File: config.mk
export PLATFORM = sky130hd
export DESIGN_NAME = rename_regfile
export DESIGN_NICKNAME = d
export VERILOG_FILES = /design/src/rf_pkg.sv /design/src/free_list.sv /design/src/ready_table.sv /design/src/register_bank.sv /design/src/rename_regfile.sv /design/src/rename_table.sv
export VERILOG_INCLUDE_DIRS = /design/src
export SDC_FILE = /design/constraint.sdc
export NUM_CORES = 2
export LEC_CHECK = 0
export ABC_CLOCK_PERIOD_IN_PS = 8200
export BUFFER_PORTS_ARGS = -buffer_cell sky130_fd_sc_hd__clkbuf_2
export CAP_MARGIN = 40
export CORE_ASPECT_RATIO = 1.2
export CORE_MARGIN = 8
export CORE_UTILIZATION = 44
export DETAILED_ROUTE_END_ITERATION = 10
export PLACE_DENSITY = 0.63
export REMOVE_ABC_BUFFERS = 1
export SLEW_MARGIN = 25
export SYNTH_ARGS = -nofsm -noshare
export SYNTH_HDL_FRONTEND = slang
export SYNTH_SLANG_ARGS = --single-unit
File: constraint.sdc
create_clock -name clk -period 8.2 [get_ports clk]
set_clock_uncertainty 0.1 [all_clocks]
set_input_delay 1.64 -clock clk [delete_from_list [all_inputs] [get_ports clk]]
set_output_delay 1.64 -clock clk [all_outputs]
set_load 0.01 [all_outputs]
File: src/rf_consts.svh
// Register file constants
`ifndef RF_CONSTS_SVH
`define RF_CONSTS_SVH

// Physical registers held in the bank. Must be a power of two.
`define RF_NUM_PHYS 64

// Architectural registers of the RV32I integer file.
`define RF_NUM_ARCH 32

// Width of one register value in bits.
`define RF_DATA_WIDTH 32

// Read ports offered at the top level for operand fetch.
`define RF_NUM_READ_PORTS 2

`endif

File: src/rf_pkg.sv
// Register file types
`include "rf_consts.svh"

package rf_pkg;

    // Index into the physical register bank (6 bits for 64 entries).
    typedef logic [$clog2(`RF_NUM_PHYS)-1:0] phys_addr_t;

    // Index into the architectural register file (5 bits for x0 to x31).
    typedef logic [$clog2(`RF_NUM_ARCH)-1:0] arch_addr_t;

    // One register value.
    typedef logic [`RF_DATA_WIDTH-1:0] reg_data_t;

    // The map and the free list together cover every physical register,
    // so the free list depth follows from the two counts.
    localparam int FREE_DEPTH = `RF_NUM_PHYS - `RF_NUM_ARCH;

endpackage

File: src/free_list.sv
// Free physical register queue
`include "rf_consts.svh"

module free_list (
    input logic clk,
    input logic reset,

    // Allocation side. The head is consumed on pop.
    input logic pop,

    // Release side. The register is written at the tail.
    input logic push,
    input rf_pkg::phys_addr_t push_phys,

    output rf_pkg::phys_addr_t head_phys,
    output logic empty
);
    import rf_pkg::*;

    localparam int PTR_WIDTH = $clog2(FREE_DEPTH);
    localparam int COUNT_WIDTH = $clog2(FREE_DEPTH + 1);

    phys_addr_t entries [FREE_DEPTH]; // Queue storage.
    logic [PTR_WIDTH-1:0] head_ptr;   // Next register to hand out.
    logic [PTR_WIDTH-1:0] tail_ptr;   // Slot for the next released register.
    logic [COUNT_WIDTH-1:0] count;    // Registers currently free.
    logic full;

    assign full = (count == COUNT_WIDTH'(FREE_DEPTH));
    assign empty = (count == '0);
    assign head_phys = entries[head_ptr]; // Offered to rename in the same cycle.

    // Every register above the architectural range starts free, lowest first.
    // The queue is full after reset, so the tail sits on the head.
    always_ff @(posedge clk) begin
        if (reset) begin
            for (int i = 0; i < FREE_DEPTH; i++) begin
                entries[i] <= phys_addr_t'(`RF_NUM_ARCH + i);
            end
        end else if (push) begin
            entries[tail_ptr] <= push_phys;
        end
    end

    // The depth is a power of two, so the pointers wrap on their own.
    // A push and a pop in the same cycle move both pointers and leave the count alone.
    always_ff @(posedge clk) begin
        if (reset) begin
            head_ptr <= '0;
            tail_ptr <= '0;
            count <= COUNT_WIDTH'(FREE_DEPTH);
        end else begin
            if (pop) head_ptr <= head_ptr + 1'b1;
            if (push) tail_ptr <= tail_ptr + 1'b1;
            case ({push, pop})
                2'b10: count <= count + 1'b1;
                2'b01: count <= count - 1'b1;
                default: count <= count;
            endcase
        end
    end

    // Renaming while empty would hand out a register that is still live.
    pop_empty_assertion:
        assert property (@(posedge clk) disable iff (reset) pop |-> !empty)
        else $error("Free list pop while empty.");

    // A push into a full queue means some register was released twice.
    // A pop in the same cycle frees the slot at the head.
    push_full_assertion:
        assert property (@(posedge clk) disable iff (reset) push |-> !full || pop)
        else $error("Free list push while full.");

endmodule

File: src/ready_table.sv
// Physical register ready bits
`include "rf_consts.svh"

module ready_table (
    input logic clk,
    input logic reset,

    // A freshly allocated register has no value yet.
    input logic alloc_valid,
    input rf_pkg::phys_addr_t alloc_phys,

    // Writeback makes the value available.
    input logic wb_valid,
    input rf_pkg::phys_addr_t wb_phys,

    // Combinational status lookups.
    input rf_pkg::phys_addr_t query_phys [`RF_NUM_READ_PORTS],
    output logic query_ready [`RF_NUM_READ_PORTS]
);
    import rf_pkg::*;

    logic [`RF_NUM_PHYS-1:0] ready; // One bit per physical register.

    // The registers behind the reset map hold committed state and start ready.
    // Registers waiting in the free list start not ready.
    always_ff @(posedge clk) begin
        if (reset) begin
            ready <= {{(`RF_NUM_PHYS - `RF_NUM_ARCH){1'b0}}, {`RF_NUM_ARCH{1'b1}}};
        end else begin
            if (alloc_valid) ready[alloc_phys] <= 1'b0;
            if (wb_valid) ready[wb_phys] <= 1'b1; // Last assignment wins over allocation.
        end
    end

    always_comb begin
        for (int i = 0; i < `RF_NUM_READ_PORTS; i++) begin
            query_ready[i] = ready[query_phys[i]];
        end
    end

    // A writeback always targets a register that some rename made not ready.
    wb_target_assertion:
        assert property (@(posedge clk) disable iff (reset) wb_valid |-> !ready[wb_phys])
        else $error("Writeback to a register that is already ready.");

endmodule

File: src/register_bank.sv
// Physical register bank
`include "rf_consts.svh"

module register_bank #(
    parameter int NUM_READ_PORTS = `RF_NUM_READ_PORTS
) (
    input logic clk,
    input logic reset,

    // Writeback port.
    input rf_pkg::phys_addr_t write_addr,
    input rf_pkg::reg_data_t new_data,
    input logic commit,

    // Operand read ports.
    input rf_pkg::phys_addr_t read_addr [NUM_READ_PORTS],
    output rf_pkg::reg_data_t data [NUM_READ_PORTS]
);
    import rf_pkg::*;

    reg_data_t bank [`RF_NUM_PHYS]; // One word per physical register.

    // The whole bank clears on reset so every register reads zero before its first write.
    // Physical register 0 carries x0 and is never written.
    always_ff @(posedge clk) begin
        if (reset) begin
            for (int i = 0; i < `RF_NUM_PHYS; i++) begin
                bank[i] <= '0;
            end
        end else if (commit && write_addr != '0) begin
            bank[write_addr] <= new_data; // Visible to reads in the next cycle.
        end
    end

    // Reads are purely combinational.
    // There is no bypass from the write port in the same cycle.
    always_comb begin
        for (int i = 0; i < NUM_READ_PORTS; i++) begin
            data[i] = bank[read_addr[i]];
        end
    end

    // x0 maps to physical 0 forever, so a writeback there means the rename
    // logic handed out register 0 at some earlier point.
    write_to_zero_reg_assertion:
        assert property (@(posedge clk) disable iff (reset) commit |-> write_addr != '0)
        else $error("Writeback to physical register 0.");

endmodule

File: src/rename_regfile.sv
// Rename and register file top
`include "rf_consts.svh"

module rename_regfile (
    input logic clk,
    input logic reset,

    // Rename request. One per cycle at most.
    input logic rename_valid,
    input rf_pkg::arch_addr_t rename_rs1,
    input rf_pkg::arch_addr_t rename_rs2,
    input rf_pkg::arch_addr_t rename_rd,

    // Rename results, valid in the request cycle.
    output rf_pkg::phys_addr_t rs1_phys,
    output rf_pkg::phys_addr_t rs2_phys,
    output rf_pkg::phys_addr_t rd_phys,
    output rf_pkg::phys_addr_t rd_prev_phys,

    // Writeback.
    input logic commit,
    input rf_pkg::phys_addr_t write_addr,
    input rf_pkg::reg_data_t new_data,

    // Release of a physical register that is no longer referenced.
    input logic release_valid,
    input rf_pkg::phys_addr_t release_phys,

    // Operand reads with ready status.
    input rf_pkg::phys_addr_t read_addr [`RF_NUM_READ_PORTS],
    output rf_pkg::reg_data_t read_data [`RF_NUM_READ_PORTS],
    output logic read_ready [`RF_NUM_READ_PORTS],

    output logic free_empty // The core holds renames while this is high.
);
    import rf_pkg::*;

    phys_addr_t free_head; // Register the next rename receives.

    assign rd_phys = free_head;

    register_bank #(
        .NUM_READ_PORTS(`RF_NUM_READ_PORTS)
    ) u_register_bank (
        .clk(clk), .reset(reset),
        .write_addr(write_addr), .new_data(new_data), .commit(commit),
        .read_addr(read_addr), .data(read_data)
    );

    rename_table u_rename_table (
        .clk(clk), .reset(reset),
        .rename_valid(rename_valid),
        .rs1(rename_rs1), .rs2(rename_rs2), .rd(rename_rd),
        .new_phys(free_head),
        .rs1_phys(rs1_phys), .rs2_phys(rs2_phys), .rd_prev_phys(rd_prev_phys)
    );

    // Each rename consumes the head. Each release refills the tail.
    free_list u_free_list (
        .clk(clk), .reset(reset),
        .pop(rename_valid),
        .push(release_valid), .push_phys(release_phys),
        .head_phys(free_head), .empty(free_empty)
    );

    // The allocated register goes not ready until its writeback.
    ready_table u_ready_table (
        .clk(clk), .reset(reset),
        .alloc_valid(rename_valid), .alloc_phys(free_head),
        .wb_valid(commit), .wb_phys(write_addr),
        .query_phys(read_addr), .query_ready(read_ready)
    );

    // A free register is never also the live mapping of the destination.
    // A failure points at a double release or a corrupt map.
    alloc_not_mapped_assertion:
        assert property (@(posedge clk) disable iff (reset)
            rename_valid |-> free_head != rd_prev_phys)
        else $error("Allocated register is still mapped.");

endmodule

File: src/rename_table.sv
// Architectural register map
`include "rf_consts.svh"

module rename_table (
    input logic clk,
    input logic reset,

    // Rename request.
    input logic rename_valid,
    input rf_pkg::arch_addr_t rs1,
    input rf_pkg::arch_addr_t rs2,
    input rf_pkg::arch_addr_t rd,
    input rf_pkg::phys_addr_t new_phys, // Register allocated to rd by the free list.

    // Lookup results.
    output rf_pkg::phys_addr_t rs1_phys,
    output rf_pkg::phys_addr_t rs2_phys,
    output rf_pkg::phys_addr_t rd_prev_phys
);
    import rf_pkg::*;

    phys_addr_t map [`RF_NUM_ARCH]; // Current physical home of each architectural register.

    // After reset architectural register i lives in physical register i.
    // A rename moves rd to the newly allocated register at the edge.
    always_ff @(posedge clk) begin
        if (reset) begin
            for (int i = 0; i < `RF_NUM_ARCH; i++) begin
                map[i] <= phys_addr_t'(i);
            end
        end else if (rename_valid) begin
            map[rd] <= new_phys;
        end
    end

    // Lookups read the map as it stood before this rename.
    // So a source that names rd still sees the old mapping, which is what the
    // instruction needs because it reads rd before writing it.
    assign rs1_phys = map[rs1];
    assign rs2_phys = map[rs2];

    // The old mapping of rd goes back to the core.
    // It is released once the renaming instruction retires.
    assign rd_prev_phys = map[rd];

    // x0 must stay bound to physical 0. A rename of x0 would also pull a
    // register from the free list that is never returned.
    rename_x0_assertion:
        assert property (@(posedge clk) disable iff (reset) rename_valid |-> rd != '0)
        else $error("Rename with x0 as destination.");

endmodule

==> results by group <==
Synthesis
  – Post-synthesis async set-or-reset flop share: 0%
  – Mapped Area: about 130000 um2
  – Register bit total from synthesis: 2517
  – Post-Synthesis Cells: slightly above 8000
  – Syn. warnings: 0
  – Main synth FF type: edfxtp_1
  – Seq/Total Area, Yosys: 56.3%
  – Avg Cell Area, Syn: 16.2 um2
  – Post-synthesis cell type count: between 50 and 60
  – Number of synthesized flops with an enable pin: 2432

Worst setup path
  – Capture point of the worst path: read_data[56]
  – FF-to-FF End: u_ready_table.ready[44]
  – Endpoint class of the critical path: primary output
  – CP Launch Point: read_addr[6]
  – Crit-path max FO: 36
  – Reg-to-reg slack, setup: 3.98 ns
  – Crit path required time: 6.46 ns
  – Crit path launch type: primary input
  – Reg2Reg Depth: 8
  – Setup CP Type: in -> out
  – Worst EP arrival: 5.08 ns

Floorplan
  – Die area: 320000 um2
  – Core Area: 301000 um2
  – Rows: 221
  – Die Y: 618 um
  – I/O Pins: 167
  – Die W: roughly 520 um
  – Starting density of the core: 44.1%

STA
  – Max-slew headroom: 19.3%
  – Final setup vio count: 0
  – Final Hold Fails: 0
  – Worst-Margin Slew: 1.21 ns
  – Final Cycle Share: 83.2%
  – Fmax: 147 MHz
  – Final WS setup: 1.38 ns
  – Post-route setup TNS: 0 ns
  – Max Slew Vio Count: 0
  – Crit path time final: 6.82 ns
  – RSZ-0062 raised after global routing: false

Placement
  – IO Port Bufs: 166
  – Post-DP HPWL: 300000 um
  – GP Congestion: 0.883
  – Pre-CTS setup slack: 1.43 ns

Clock network
  – Total clock sinks: ~2500
  – Setup Fix Bufs, Post-CTS: 0
  – # resized after CTS: 0
  – CTS clock-pin slew for the worst setup and hold paths: 0.06 ns
  – Worst skew pair latency: about 0.84 ns
  – TritonCTS Buffers: 271
  – H-tree levels: 5
  – Post-CTS Hold Fix Bufs: 0
  – Clock Tree Root: clkbuf_16
  – CTS tree: built
  – CTS max path bufs: 4

Drt
  – # DRC: 0
  – Antenna-violating nets left: 0
  – Routed vias/inst: 6.78
  – Detailed Route WL: around 490000 um
  – Routed length per instance: just under 40 um
  – Starting DRC count in detailed routing: 14200
  – Vias: 84300
  – DR pass1 iterations: 7

Hold path
  – Min-delay worst type: reg -> reg

Layout
  – Commonest cells after routing, fill and taps aside: 2432 x edfxtp_1, 2052 x and2_1, 1588 x mux4_2
  – Multi-input gate area: between 50000 and 60000 um2
  – Fillers: 24500
  – Fin nets: 8252
  – Share of cells above drive strength 1: 32.7%
  – Synthesis-to-layout area growth: 12.8%
  – FF+latch area: 74700 um2
  – Commonest non-fill, non-tap cell in the layout: edfxtp_1

Job
  – Max-cap violations: 0

Global route
  – Initial antenna violation count: 91
  – Global Route Usage Sum: 30.1%
  – Largest net degree at the start of global routing: 87
  – Vias in the first global route: 83900
  – Met1 usage: 38.0%
  – First-pass GRT wire length: 671000 um
  – Total gr overflow: 0
  – GR peak layer: met2
  – Met2 Usage GRT: 46.1%
  – Met3 routing resource usage after global routing: 9.67%

Power and ir drop
  – Pwr/cell area: roughly 210 nW/um2
  – Peak VDD IR: 151 uV
  – Static Leak: just under 50 nW

Run status
  – Outcome: finished clean
-- sequential cells by signal, indices dropped and copies added (netlist names), named ones only --
| signal | count |
|---|---|
| u_ready_table.ready | 64 |
| u_free_list.tail_ptr | 5 |
| u_register_bank.bank | 2048 |
| u_rename_table.map | 192 |
| u_free_list.head_ptr | 5 |
| u_free_list.count | 6 |
| u_free_list.entries | 192 |
-- critical path, stage by stage --
cell and delay [ns]:
buf_8 0.39, buf_12 0.36, mux4_2 0.56, mux4_2 0.57
mux2_2 0.32, nand2_1 0.41, o21ai_0 0.43, clkbuf_2 0.24
-- routing by layer --
| metal | part of all wire [%] | wire length, um |
|---|---|---|
| met1 | 34 | 165000 |
| met5 | 0.045 | 223 |
| met2 | 46 | 225000 |
| met3 | 14 | 68800 |
| met4 | 6.5 | 32100 |
-- metrics by stage --
stage	cell area, um2	cells	hold slack, ns	utilization (%)	power [W]
after CTS	149000	12400	0.395	49.6	0.0314
after floorplan	129000	7313	0.372	-	0.0171
after global routing	150000	12400	0.418	49.7	0.0321
after detailed placement	141000	11900	0.387	46.7	0.0193
after global placement	139000	11800	0.384	46.2	0.0191
final	150000	12400	0.397	49.7	0.0315
-- kinds of logic after synthesis --
logic type      Yosys count  synth area share [%]
compound gates          231                  1.06
xor+xnor                 12                0.0792
fa+ha+maj                11                 0.109
buf+inv                 932                  2.68
flops                  2517                  56.3
mux                    1655                  27.5
other cells               1               0.00283
simple gates           2817                  12.2
-- power breakdown --
part	internal [W]	switching, W	leakage, nW
sequential	0.0147	0.000315	23.5
combinational	0.00168	0.00243	21.4
clock	0.00705	0.00530	4.21
total	0.0234	0.00805	49.1
-- layout make-up --
class,count,area share [%]
Inverter,38,0.105
Multi-Input combinational cell,4758,37.1
Timing Repair Buffer,579,3.64
Sequential cell,2517,49.9
Antenna cell,59,0.0986
Clock buffer,332,4.82
Clock inverter,146,0.924
Tap cell,4014,3.35
-- worst min path at each step --
stage                            start                      end  slack (ns)  cells after the start
6_report        u_ready_table.ready[6]   u_ready_table.ready[6]        0.40                      2
5_1_grt        u_ready_table.ready[28]  u_ready_table.ready[28]        0.42                      2
4_1_cts         u_ready_table.ready[6]   u_ready_table.ready[6]        0.39                      2
3_5_place_dp    u_ready_table.ready[6]   u_ready_table.ready[6]        0.39                      2
3_3_place_gp    u_ready_table.ready[6]   u_ready_table.ready[6]        0.38                      2
2_1_floorplan  u_ready_table.ready[26]  u_ready_table.ready[26]        0.37                      2
-- synthesized netlist by cell type (13+ instances only) --
master / count / area, um2
a21oi_1: 38 / 190
a22oi_1: 24 / 180
a31oi_1: 40 / 250
a41oi_1: 13 / 114
and2_1: 2052 / 12800
buf_1: 131 / 492
buf_2: 26 / 130
clkbuf_1: 732 / 2750
dfxtp_1: 85 / 1700
edfxtp_1: 2432 / 73000
inv_1: 33 / 124
mux2_2: 36 / 405
mux2i_1: 27 / 270
mux4_2: 1588 / 35800
nand2_1: 218 / 818
nand3_1: 35 / 175
nand4_1: 13 / 81.3
nor2_1: 325 / 1220
nor3_1: 51 / 255
o21ai_0: 98 / 490
or3_1: 62 / 388
Note: power is estimated with default switching activity, not from simulation.
